**src/rtl/uce_pkg.sv**
```systemverilog
`default_nettype none

package uce_pkg;

  // cache geometry
  localparam int paddr_width = 32;
  localparam int block_width = 64;
  localparam int sets = 8;
  localparam int assoc = 2;

  localparam int block_offset_width = $clog2(block_width / 8);
  localparam int index_width = $clog2(sets);
  localparam int way_width = $clog2(assoc);
  localparam int ptag_width = paddr_width - index_width - block_offset_width;

  // size field is log2 of the byte count
  localparam logic [1:0] block_size = 2'(block_offset_width);

  typedef enum logic [2:0] {
    e_miss_load,
    e_miss_store,
    e_uc_load,
    e_uc_store,
    e_clear
  } cache_req_type_e;

  typedef struct packed {
    cache_req_type_e          msg_type;
    logic [paddr_width-1:0]   addr;
    logic [1:0]               size;
    logic [block_width-1:0]   data;
  } cache_req_s;

  typedef struct packed {
    logic [way_width-1:0] repl_way;
    logic                 dirty;
  } cache_meta_s;

  typedef enum logic [1:0] {
    e_tag_set_clear,
    e_tag_set_tag,
    e_tag_read
  } tag_op_e;

  typedef struct packed {
    tag_op_e                 opcode;
    logic [index_width-1:0]  index;
    logic [way_width-1:0]    way;
    logic [ptag_width-1:0]   tag;
  } tag_pkt_s;

  typedef enum logic [1:0] {
    e_data_read,
    e_data_write,
    e_data_uncached
  } data_op_e;

  typedef struct packed {
    data_op_e                opcode;
    logic [index_width-1:0]  index;
    logic [way_width-1:0]    way;
    logic [block_width-1:0]  data;
  } data_pkt_s;

  typedef enum logic {
    e_stat_set_clear,
    e_stat_clear_dirty
  } stat_op_e;

  typedef struct packed {
    stat_op_e                opcode;
    logic [index_width-1:0]  index;
    logic [way_width-1:0]    way;
  } stat_pkt_s;

  typedef enum logic [1:0] {
    e_mem_rd,
    e_mem_wr,
    e_mem_uc_rd,
    e_mem_uc_wr
  } mem_op_e;

  typedef struct packed {
    mem_op_e                 msg_type;
    logic [paddr_width-1:0]  addr;
    logic [1:0]              size;
    logic [way_width-1:0]    way;
  } mem_hdr_s;

  typedef enum logic [3:0] {
    e_reset,
    e_clear_sweep,
    e_ready,
    e_send_critical,
    e_evict,
    e_evict_fill,
    e_writeback,
    e_fill,
    e_uc_read_wait
  } uce_state_e;

endpackage

`default_nettype wire

```
**src/rtl/uce_req_capture.sv**
```systemverilog
`timescale 1ns/1ps
`default_nettype none

module uce_req_capture
  import uce_pkg::*;
(
  input  wire logic        clk_i,
  input  wire logic        reset_i,
  input  wire cache_req_s  cache_req_i,
  input  wire logic        cache_req_v_i,
  input  wire cache_meta_s cache_meta_i,
  input  wire logic        cache_meta_v_i,
  input  wire logic        complete_i,
  output cache_req_s       req_o,
  output logic             req_v_o,
  output cache_meta_s      meta_o,
  output logic             meta_v_o
);

  // cache_req_v_i is the take strobe, valid and ready together
  always_ff @(posedge clk_i)
  begin
    if (reset_i)
    begin
      req_v_o  <= 1'b0;
      meta_v_o <= 1'b0;
    end
    else
    begin
      if (cache_req_v_i)
        req_v_o <= 1'b1;
      else if (complete_i)
        req_v_o <= 1'b0;

      if (cache_meta_v_i)
        meta_v_o <= 1'b1;
      else if (cache_req_v_i)
        meta_v_o <= 1'b0;
    end
  end

  always_ff @(posedge clk_i)
  begin
    if (cache_req_v_i)
      req_o <= cache_req_i;
    if (cache_meta_v_i)
      meta_o <= cache_meta_i;
  end

  // metadata always belongs to a request taken earlier
  assert property (@(posedge clk_i) disable iff (reset_i) cache_meta_v_i |-> req_v_o);

endmodule

`default_nettype wire

```
**src/rtl/uce_victim_capture.sv**
```systemverilog
`timescale 1ns/1ps
`default_nettype none

module uce_victim_capture
  import uce_pkg::*;
(
  input  wire logic                   clk_i,
  input  wire logic                   reset_i,
  input  wire logic                   tag_read_i,
  input  wire logic                   data_read_i,
  input  wire logic [ptag_width-1:0]  tag_mem_i,
  input  wire logic [block_width-1:0] data_mem_i,
  output logic [ptag_width-1:0]       victim_tag_o,
  output logic [block_width-1:0]      victim_data_o,
  output logic                        victim_v_o
);

  logic tag_read_r;
  logic data_read_r;

  // the cache returns read data one cycle after the accept
  always_ff @(posedge clk_i)
  begin
    if (reset_i)
    begin
      tag_read_r  <= 1'b0;
      data_read_r <= 1'b0;
      victim_v_o  <= 1'b0;
    end
    else
    begin
      tag_read_r  <= tag_read_i;
      data_read_r <= data_read_i;
      if (tag_read_i | data_read_i)
        victim_v_o <= 1'b0;
      else if (tag_read_r & data_read_r)
        victim_v_o <= 1'b1;
    end
  end

  always_ff @(posedge clk_i)
  begin
    if (tag_read_r)
      victim_tag_o <= tag_mem_i;
    if (data_read_r)
      victim_data_o <= data_mem_i;
  end

  // the evict step must see both yumis in the same cycle
  assert property (@(posedge clk_i) disable iff (reset_i) tag_read_i == data_read_i);

endmodule

`default_nettype wire

```
**src/rtl/uce_credit_counter.sv**
```systemverilog
`timescale 1ns/1ps
`default_nettype none

module uce_credit_counter #(
  parameter int max_credits_p = 2
) (
  input  wire logic clk_i,
  input  wire logic reset_i,
  input  wire logic cmd_sent_i,
  input  wire logic resp_done_i,
  output logic      credits_full_o,
  output logic      credits_empty_o
);

  localparam int count_width = $clog2(max_credits_p + 1);

  logic [count_width-1:0] count_r;

  always_ff @(posedge clk_i)
  begin
    if (reset_i)
      count_r <= '0;
    else if (cmd_sent_i & ~resp_done_i)
      count_r <= count_r + 1'b1;
    else if (resp_done_i & ~cmd_sent_i)
      count_r <= count_r - 1'b1;
  end

  assign credits_full_o  = (count_r == count_width'(max_credits_p));
  assign credits_empty_o = (count_r == '0);

  assert property (@(posedge clk_i) disable iff (reset_i)
    (credits_empty_o & resp_done_i) |-> cmd_sent_i);
  assert property (@(posedge clk_i) disable iff (reset_i)
    (credits_full_o & cmd_sent_i) |-> resp_done_i);

endmodule

`default_nettype wire

```
**src/rtl/uce_fsm.sv**
```systemverilog
`timescale 1ns/1ps
`default_nettype none

module uce_fsm
  import uce_pkg::*;
#(
  parameter int max_credits_p = 2
) (
  input  wire logic                   clk_i,
  input  wire logic                   reset_i,
  input  wire cache_req_s             cache_req_i,
  input  wire logic                   cache_req_v_i,
  input  wire cache_req_s             req_i,
  input  wire logic                   req_v_i,
  input  wire cache_meta_s            meta_i,
  input  wire logic                   meta_v_i,
  input  wire logic [ptag_width-1:0]  victim_tag_i,
  input  wire logic [block_width-1:0] victim_data_i,
  input  wire logic                   victim_v_i,
  input  wire logic                   credits_full_i,
  input  wire logic                   credits_empty_i,
  output tag_pkt_s                    tag_pkt_o,
  output logic                        tag_pkt_v_o,
  input  wire logic                   tag_pkt_yumi_i,
  output data_pkt_s                   data_pkt_o,
  output logic                        data_pkt_v_o,
  input  wire logic                   data_pkt_yumi_i,
  output stat_pkt_s                   stat_pkt_o,
  output logic                        stat_pkt_v_o,
  input  wire logic                   stat_pkt_yumi_i,
  output mem_hdr_s                    mem_cmd_hdr_o,
  output logic [block_width-1:0]      mem_cmd_data_o,
  output logic                        mem_cmd_v_o,
  input  wire logic                   mem_cmd_ready_i,
  input  wire mem_hdr_s               mem_resp_hdr_i,
  input  wire logic [block_width-1:0] mem_resp_data_i,
  input  wire logic                   mem_resp_v_i,
  output logic                        mem_resp_ready_o,
  output logic                        cache_req_ready_o,
  output logic                        cache_req_complete_o
);

  // every request issues at least one memory command
  if (max_credits_p < 1)
  begin : g_credit_check
    $error("max_credits_p must be at least 1");
  end

  uce_state_e state_r, state_n;
  logic [index_width-1:0] clear_idx_r;
  logic clear_up;
  logic load_resp_yumi;

  wire take = cache_req_v_i & cache_req_ready_o;
  wire cmd_done = mem_cmd_v_o & mem_cmd_ready_i;
  wire last_idx = (clear_idx_r == index_width'(sets - 1));
  wire miss_v = req_v_i & (req_i.msg_type inside {e_miss_load, e_miss_store});
  wire uc_load_v = req_v_i & (req_i.msg_type == e_uc_load);
  wire store_resp_v = mem_resp_v_i & (mem_resp_hdr_i.msg_type inside {e_mem_wr, e_mem_uc_wr});
  wire load_resp_v = mem_resp_v_i & (mem_resp_hdr_i.msg_type inside {e_mem_rd, e_mem_uc_rd});

  wire [index_width-1:0] req_idx = req_i.addr[block_offset_width +: index_width];
  wire [index_width-1:0] resp_idx = mem_resp_hdr_i.addr[block_offset_width +: index_width];
  wire [ptag_width-1:0] resp_tag =
    mem_resp_hdr_i.addr[block_offset_width + index_width +: ptag_width];

  // store acks are drained whatever the state
  assign mem_resp_ready_o = store_resp_v | load_resp_yumi;

  always_comb
  begin
    state_n = state_r;
    clear_up = 1'b0;
    load_resp_yumi = 1'b0;
    cache_req_ready_o = 1'b0;
    cache_req_complete_o = 1'b0;
    tag_pkt_o = '0;
    tag_pkt_v_o = 1'b0;
    data_pkt_o = '0;
    data_pkt_v_o = 1'b0;
    stat_pkt_o = '0;
    stat_pkt_v_o = 1'b0;
    mem_cmd_hdr_o = '0;
    mem_cmd_data_o = '0;
    mem_cmd_v_o = 1'b0;

    case (state_r)
      e_reset:
      begin
        if (credits_empty_i)
          state_n = e_clear_sweep;
      end
      e_clear_sweep:
      begin
        tag_pkt_o.opcode = e_tag_set_clear;
        tag_pkt_o.index = clear_idx_r;
        tag_pkt_v_o = 1'b1;
        stat_pkt_o.opcode = e_stat_set_clear;
        stat_pkt_o.index = clear_idx_r;
        stat_pkt_v_o = 1'b1;
        clear_up = tag_pkt_yumi_i & stat_pkt_yumi_i;
        cache_req_complete_o = clear_up & last_idx;
        if (cache_req_complete_o)
          state_n = e_ready;
      end
      e_ready:
      begin
        cache_req_ready_o = mem_cmd_ready_i & ~credits_full_i;
        if (take & (cache_req_i.msg_type == e_uc_store))
        begin
          mem_cmd_hdr_o.msg_type = e_mem_uc_wr;
          mem_cmd_hdr_o.addr = cache_req_i.addr;
          mem_cmd_hdr_o.size = cache_req_i.size;
          mem_cmd_data_o = cache_req_i.data;
          mem_cmd_v_o = 1'b1;
        end
        else if (take)
          state_n = (cache_req_i.msg_type == e_clear) ? e_clear_sweep : e_send_critical;
      end
      e_send_critical:
      begin
        if (miss_v)
        begin
          mem_cmd_hdr_o.msg_type = e_mem_rd;
          mem_cmd_hdr_o.addr = {req_i.addr[paddr_width-1:block_offset_width],
                                block_offset_width'(0)};
          mem_cmd_hdr_o.size = block_size;
          mem_cmd_hdr_o.way = meta_i.repl_way;
          mem_cmd_v_o = meta_v_i & mem_cmd_ready_i;
          if (cmd_done)
            state_n = meta_i.dirty ? e_evict : e_fill;
        end
        else if (uc_load_v)
        begin
          mem_cmd_hdr_o.msg_type = e_mem_uc_rd;
          mem_cmd_hdr_o.addr = req_i.addr;
          mem_cmd_hdr_o.size = req_i.size;
          mem_cmd_v_o = mem_cmd_ready_i;
          if (cmd_done)
            state_n = e_uc_read_wait;
        end
      end
      e_evict:
      begin
        data_pkt_o.opcode = e_data_read;
        data_pkt_o.index = req_idx;
        data_pkt_o.way = meta_i.repl_way;
        data_pkt_v_o = 1'b1;
        tag_pkt_o.opcode = e_tag_read;
        tag_pkt_o.index = req_idx;
        tag_pkt_o.way = meta_i.repl_way;
        tag_pkt_v_o = 1'b1;
        stat_pkt_o.opcode = e_stat_clear_dirty;
        stat_pkt_o.index = req_idx;
        stat_pkt_o.way = meta_i.repl_way;
        stat_pkt_v_o = 1'b1;
        if (data_pkt_yumi_i & tag_pkt_yumi_i & stat_pkt_yumi_i)
          state_n = e_evict_fill;
      end
      e_evict_fill, e_fill:
      begin
        tag_pkt_o.opcode = e_tag_set_tag;
        tag_pkt_o.index = resp_idx;
        tag_pkt_o.way = mem_resp_hdr_i.way;
        tag_pkt_o.tag = resp_tag;
        tag_pkt_v_o = load_resp_v;
        data_pkt_o.opcode = e_data_write;
        data_pkt_o.index = resp_idx;
        data_pkt_o.way = mem_resp_hdr_i.way;
        data_pkt_o.data = mem_resp_data_i;
        data_pkt_v_o = load_resp_v;
        load_resp_yumi = load_resp_v & tag_pkt_yumi_i & data_pkt_yumi_i;
        // a clean miss ends here, a dirty one still owes the writeback
        cache_req_complete_o = load_resp_yumi & (state_r == e_fill);
        if (load_resp_yumi)
          state_n = (state_r == e_fill) ? e_ready : e_writeback;
      end
      e_writeback:
      begin
        mem_cmd_hdr_o.msg_type = e_mem_wr;
        mem_cmd_hdr_o.addr = {victim_tag_i, req_idx, block_offset_width'(0)};
        mem_cmd_hdr_o.size = block_size;
        mem_cmd_data_o = victim_data_i;
        mem_cmd_v_o = victim_v_i & mem_cmd_ready_i;
        cache_req_complete_o = cmd_done;
        if (cmd_done)
          state_n = e_ready;
      end
      e_uc_read_wait:
      begin
        data_pkt_o.opcode = e_data_uncached;
        data_pkt_o.data = mem_resp_data_i;
        data_pkt_v_o = load_resp_v;
        load_resp_yumi = load_resp_v & data_pkt_yumi_i;
        cache_req_complete_o = load_resp_yumi;
        if (load_resp_yumi)
          state_n = e_ready;
      end
      default:
        state_n = e_reset;
    endcase
  end

  always_ff @(posedge clk_i)
  begin
    if (reset_i)
    begin
      state_r <= e_reset;
      clear_idx_r <= '0;
    end
    else
    begin
      state_r <= state_n;
      if (clear_up)
        clear_idx_r <= last_idx ? '0 : clear_idx_r + 1'b1;
    end
  end

  assert property (@(posedge clk_i) disable iff (reset_i)
    state_r inside {e_reset, e_clear_sweep, e_ready, e_send_critical, e_evict,
                    e_evict_fill, e_writeback, e_fill, e_uc_read_wait});

endmodule

`default_nettype wire

```
**src/rtl/uce_top.sv**
```systemverilog
`timescale 1ns/1ps
`default_nettype none

module uce_top
  import uce_pkg::*;
#(
  parameter int max_credits_p = 2
) (
  input  wire logic                   clk_i,
  input  wire logic                   reset_i,
  input  wire cache_req_s             cache_req_i,
  input  wire logic                   cache_req_v_i,
  output logic                        cache_req_ready_o,
  input  wire cache_meta_s            cache_meta_i,
  input  wire logic                   cache_meta_v_i,
  output logic                        cache_req_complete_o,
  output tag_pkt_s                    tag_pkt_o,
  output logic                        tag_pkt_v_o,
  input  wire logic                   tag_pkt_yumi_i,
  input  wire logic [ptag_width-1:0]  tag_mem_i,
  output data_pkt_s                   data_pkt_o,
  output logic                        data_pkt_v_o,
  input  wire logic                   data_pkt_yumi_i,
  input  wire logic [block_width-1:0] data_mem_i,
  output stat_pkt_s                   stat_pkt_o,
  output logic                        stat_pkt_v_o,
  input  wire logic                   stat_pkt_yumi_i,
  output logic                        credits_full_o,
  output logic                        credits_empty_o,
  output mem_hdr_s                    mem_cmd_hdr_o,
  output logic [block_width-1:0]      mem_cmd_data_o,
  output logic                        mem_cmd_v_o,
  input  wire logic                   mem_cmd_ready_i,
  input  wire mem_hdr_s               mem_resp_hdr_i,
  input  wire logic [block_width-1:0] mem_resp_data_i,
  input  wire logic                   mem_resp_v_i,
  output logic                        mem_resp_ready_o
);

  cache_req_s req;
  cache_meta_s meta;
  logic req_v;
  logic meta_v;
  logic [ptag_width-1:0] victim_tag;
  logic [block_width-1:0] victim_data;
  logic victim_v;

  wire req_taken = cache_req_v_i & cache_req_ready_o;
  wire tag_read = tag_pkt_v_o & tag_pkt_yumi_i & (tag_pkt_o.opcode == e_tag_read);
  wire data_read = data_pkt_v_o & data_pkt_yumi_i & (data_pkt_o.opcode == e_data_read);
  wire cmd_sent = mem_cmd_v_o & mem_cmd_ready_i;
  wire resp_done = mem_resp_v_i & mem_resp_ready_o;

  uce_req_capture i_req_capture (
    .clk_i          (clk_i),
    .reset_i        (reset_i),
    .cache_req_i    (cache_req_i),
    .cache_req_v_i  (req_taken),
    .cache_meta_i   (cache_meta_i),
    .cache_meta_v_i (cache_meta_v_i),
    .complete_i     (cache_req_complete_o),
    .req_o          (req),
    .req_v_o        (req_v),
    .meta_o         (meta),
    .meta_v_o       (meta_v)
  );

  uce_victim_capture i_victim_capture (
    .clk_i         (clk_i),
    .reset_i       (reset_i),
    .tag_read_i    (tag_read),
    .data_read_i   (data_read),
    .tag_mem_i     (tag_mem_i),
    .data_mem_i    (data_mem_i),
    .victim_tag_o  (victim_tag),
    .victim_data_o (victim_data),
    .victim_v_o    (victim_v)
  );

  uce_credit_counter #(
    .max_credits_p (max_credits_p)
  ) i_credit_counter (
    .clk_i           (clk_i),
    .reset_i         (reset_i),
    .cmd_sent_i      (cmd_sent),
    .resp_done_i     (resp_done),
    .credits_full_o  (credits_full_o),
    .credits_empty_o (credits_empty_o)
  );

  uce_fsm #(
    .max_credits_p (max_credits_p)
  ) i_fsm (
    .clk_i                (clk_i),
    .reset_i              (reset_i),
    .cache_req_i          (cache_req_i),
    .cache_req_v_i        (cache_req_v_i),
    .req_i                (req),
    .req_v_i              (req_v),
    .meta_i               (meta),
    .meta_v_i             (meta_v),
    .victim_tag_i         (victim_tag),
    .victim_data_i        (victim_data),
    .victim_v_i           (victim_v),
    .credits_full_i       (credits_full_o),
    .credits_empty_i      (credits_empty_o),
    .tag_pkt_o            (tag_pkt_o),
    .tag_pkt_v_o          (tag_pkt_v_o),
    .tag_pkt_yumi_i       (tag_pkt_yumi_i),
    .data_pkt_o           (data_pkt_o),
    .data_pkt_v_o         (data_pkt_v_o),
    .data_pkt_yumi_i      (data_pkt_yumi_i),
    .stat_pkt_o           (stat_pkt_o),
    .stat_pkt_v_o         (stat_pkt_v_o),
    .stat_pkt_yumi_i      (stat_pkt_yumi_i),
    .mem_cmd_hdr_o        (mem_cmd_hdr_o),
    .mem_cmd_data_o       (mem_cmd_data_o),
    .mem_cmd_v_o          (mem_cmd_v_o),
    .mem_cmd_ready_i      (mem_cmd_ready_i),
    .mem_resp_hdr_i       (mem_resp_hdr_i),
    .mem_resp_data_i      (mem_resp_data_i),
    .mem_resp_v_i         (mem_resp_v_i),
    .mem_resp_ready_o     (mem_resp_ready_o),
    .cache_req_ready_o    (cache_req_ready_o),
    .cache_req_complete_o (cache_req_complete_o)
  );

endmodule

`default_nettype wire

```
**config.mk**
```make
export PLATFORM = sky130hd
export DESIGN_NAME = uce_top
export DESIGN_NICKNAME = d
export VERILOG_FILES = /design/src/rtl/uce_pkg.sv /design/src/rtl/uce_req_capture.sv /design/src/rtl/uce_victim_capture.sv /design/src/rtl/uce_credit_counter.sv /design/src/rtl/uce_fsm.sv /design/src/rtl/uce_top.sv
export SDC_FILE = /design/constraint.sdc
export NUM_CORES = 1
export LEC_CHECK = 0
export BUFFER_PORTS_ARGS = -buffer_cell sky130_fd_sc_hd__buf_4
export CAP_MARGIN = 20
export CORE_AREA = 2 2 199 201
export DETAILED_ROUTE_END_ITERATION = 16
export DIE_AREA = 0 0 201 203
export PLACE_DENSITY = 0.46
export SYNTH_ARGS = -nofsm -noshare
export SYNTH_HDL_FRONTEND = slang
export SYNTH_SLANG_ARGS = --single-unit
```
**constraint.sdc**
```tcl
create_clock -name clk_i -period 3.7 [get_ports clk_i]
set_clock_uncertainty 0.2 [all_clocks]
set_input_delay 0.37 -clock clk_i [delete_from_list [all_inputs] [get_ports clk_i]]
set_output_delay 0.37 -clock clk_i [all_outputs]
set_load 0.01 [all_outputs]
```
==> run_results.csv <==
group,metric,value,unit
layout,nNetsFinal,1489,
placement,hpwl,24.3,mm
logic_synthesis,avgSynthCellArea,12.5,sq um
timing,finalSetupViolCount,0,
setup_path,crit_chain,"buf_4 -> nor4b_2 -> nor2_4 -> buf_4 -> nor2b_1 -> buf_4",
placement,gp_congestion,0.768,
setup_path,r2r_start,"i_fsm.state_r[1]",
clock_network,post_cts_buffers,0,
setup_path,crit_cells,6,
die,placementRows,72,
logic_synthesis,synth_cell_types,54,
logic_synthesis,synth_area,6880,sq um
detailed_routing,final_antenna_net_count,0,
logic_synthesis,synth-seq-cells,143,
detailed_routing,drt_iter0_drc,457,
layout,utilization,0.344,
setup_path,cp-end-kind,"output port",
layout,area_growth,92.2,%
global_routing,grt_pass1_vias,7504,
layout,fillers,3903,
power_and_ir_drop,vdd_drop_max,0.529,mV
logic_synthesis,synthArstFlopShare,0,
setup_path,endpoint,"data_pkt_o[15]",
layout,final_cell_area,13200,sq um
setup_path,path_common_cell,"buf_4",
power_and_ir_drop,leakage,5.96,nW
detailed_routing,wirelength,32.1,mm
detailed_routing,drc_errors,0,
timing,whs,61.8,ps
timing,rsz0062_at_grt,"no",
timing,drv_slew,0,
global_routing,grt_first_pass_wirelength,46.3,mm
logic_synthesis,ys_top_cells_by_count,"129 x edfxtp_1, 75 x a22o_1, 70 x nor2b_1",
logic_synthesis,ys.flop_type,"edfxtp_1",
die,core,38500,sq um
logic_synthesis,netlist_top_cells_area,"edfxtp_1 56%, a22o_1 9.5%, nor2b_1 6.4%",
setup_path,arrival,2850,ps
placement,postPlaceCellArea,11300,sq um
setup_path,slowest_delay,860,ps
run_status,status,"finished clean",
setup_path,cp.required,3130,ps
setup_path,critPathMaxFanout,39,
clock_network,cts_buffer_depth,2,
logic_synthesis,synth.most_common_cell,"edfxtp_1",
clock_network,cts_tree,"yes",
logic_synthesis,yosysWarnings,0,
placement,portBuffers,513,
detailed_routing,vias,7042,
setup_path,reg2reg_to,"i_credit_counter.count_r[1]",
timing,fin_crit_sh,0.925,
setup_path,path_buf_inv,3,
detailed_routing,first_pass_iters,5,
clock_network,clock_latency,440,ps
clock_network,clockRootBuffer,"clkbuf_16",
setup_path,crit_type,"reg -> out",
clock_network,htreeDepth,4,
global_routing,grt_max_degree,65,
die,fp.dieH,203,microns
timing,timing_hold_violations_final,0,
detailed_routing,vias_per_cell,4.10,
logic_synthesis,mappedNetlistNets,855,
timing,slew_headroom,0.337,
logic_synthesis,yosys.area.top_type,"edfxtp_1",
die,dieArea,40800,sq um
timing,min_period,3420,ps
power_and_ir_drop,powerDensity,328,nW/um^2
setup_path,worstSetupStartpoint,"i_fsm.state_r[1]",
timing,fin_setup_tns,0,ps
detailed_routing,post_drt_wl_per_cell,18.7,microns
die,start_util,0.179,
setup_path,reg2reg_depth,9,
flow_run,max_cap_viol_count,0,
clock_network,cts_made_buffers,17,
setup_path,reg2reg_slack,590,ps
global_routing,gr-usage-all-layers,0.152,
die,io_pins,520,
layout,drive_above_1_share,0.483,
die,die_x,201,microns
logic_synthesis,synth_edf_count,129,
logic_synthesis,ys_seq_area_frac,0.604,
setup_path,crit_family,"simple AND/OR/NAND/NOR gates",
clock_network,clock_sinks,143,
timing,tightest_slew,992,ps
global_routing,grt_overflow_total,0,
setup_path,startpoint_type,"flop",
timing,clock.fmax,292,MHz
worst_hold_path,min_path_type,"in -> reg",
logic_synthesis,synth_cells,549,
clock_network,clkTransAtPathRegs,60,ps
logic_synthesis,synth.top_cell.area_share,0.563,
global_routing,antenna_found_initial,3,
setup_path,critPathSlowestCell,"nor4b_2",
worst register-to-register path: stages, from the launching register on:
cell	delay [ps]
dfxtp_1	440
buf_4	240
nor4b_2	860
a21oi_1	100
nor2b_1	170
o21a_1	150
inv_1	60
ha_1	320
or3_1	380
a21oi_1	140
stage by stage:
| step | power, mW | setup WS, ps | std cells |
|---|---|---|---|
| floorplan | 2.16 | 617 | 549 |
| global placement | 2.58 | 631 | 1550 |
| detailed placement | 2.59 | 552 | 1550 |
| CTS | 4.41 | 151 | 1713 |
| global route | 4.52 | 28.7 | 1716 |
| finish | 4.34 | 277 | 1716 |
registers in the layout, indices dropped and copies added (netlist names):
signal	cells
i_req_capture.meta_o	2
i_victim_capture.data_read_r	1
i_victim_capture.tag_read_r	1
i_victim_capture.victim_v_o	1
i_req_capture.req_o	37
i_fsm.state_r	4
i_victim_capture.victim_tag_o	26
i_req_capture.req_v_o	1
i_victim_capture.victim_data_o	64
i_req_capture.meta_v_o	1
i_credit_counter.count_r	2
i_fsm.clear_idx_r	3
how the worst min path moves through the flow:
| stage | cells past startpoint | slack, ps | end | startpoint |
|---|---|---|---|---|
| 2_1_floorplan | 2 | 260 | i_req_capture.req_v_o | i_req_capture.req_v_o |
| 3_3_place_gp | 2 | 290 | i_credit_counter.count_r[1] | i_credit_counter.count_r[1] |
| 3_5_place_dp | 2 | 290 | i_req_capture.req_v_o | i_req_capture.req_v_o |
| 4_1_cts | 2 | 20 | i_victim_capture.tag_read_r | tag_pkt_yumi_i |
| 5_1_grt | 2 | 50 | i_victim_capture.tag_read_r | tag_pkt_yumi_i |
| 6_report | 2 | 60 | i_victim_capture.tag_read_r | tag_pkt_yumi_i |
timing repair:
action | CTS | global route
resized for setup | 0 | 1
hold buffers | 132 | 0
endpoints found under the setup margin | 0 | 16
endpoints found under the hold margin | 135 | 0
area by class of cell:
class,count,area [sq um],area share
clock inverters,10,114,0.00861
repair buffers,664,5340,0.404
diodes,3,7.51,0.000568
inverters,34,128,0.00965
well taps,518,648,0.0490
clock buffers,21,440,0.0333
flip-flops and latches,143,4160,0.314
multi-input cells,323,2390,0.181
where the power goes:
part | total [mW] | switching (mW) | internal, mW
combinational | 0.807 | 0.313 | 0.495
sequential | 1.86 | 0.0506 | 1.80
clock | 1.67 | 0.686 | 0.986
total | 4.34 | 1.05 | 3.29
placed cells by master (no fill, tap or decap), types with 4 or more instances in the layout:
| master | n |
|---|---|
| buf_4 | 530 |
| dlygate4sd3_1 | 132 |
| edfxtp_1 | 129 |
| a22o_1 | 75 |
| nor2b_1 | 70 |
| inv_1 | 33 |
| and2_1 | 28 |
| a222oi_1 | 26 |
| clkbuf_16 | 17 |
| a21oi_1 | 14 |
| dfxtp_1 | 12 |
| nand2_1 | 11 |
| nor2_1 | 11 |
| nor3_1 | 8 |
| nand2b_1 | 6 |
| nand3_1 | 6 |
| or2_2 | 6 |
| o21ai_0 | 5 |
| and3_1 | 4 |
| and3b_1 | 4 |
| nor3b_1 | 4 |
| clkbuf_1 | 4 |
kinds of logic (layout without fill, tap and decap cells):
kind of cell    count (synthesis)  in the layout  synth area share
fa+ha+maj                       3              3           0.00546
mux                             4              4           0.00800
flops                         143            143             0.604
simple gates                  172            172             0.156
other cells                     0              3                 0
compound gates                141            141             0.171
buf+inv                        83            729            0.0516
xor+xnor                        3              3           0.00382
routing by layer:
metal / up-vias / part of all wire / GRT usage
met4: 0 / 0.015 / 0.0476
met5: - / 0 / 0
met1: 3357 / 0.42 / 0.187
li1: 3362 / - / -
met2: 305 / 0.50 / 0.258
met3: 18 / 0.068 / 0.0429
Power figures use the tool's default switching activity.
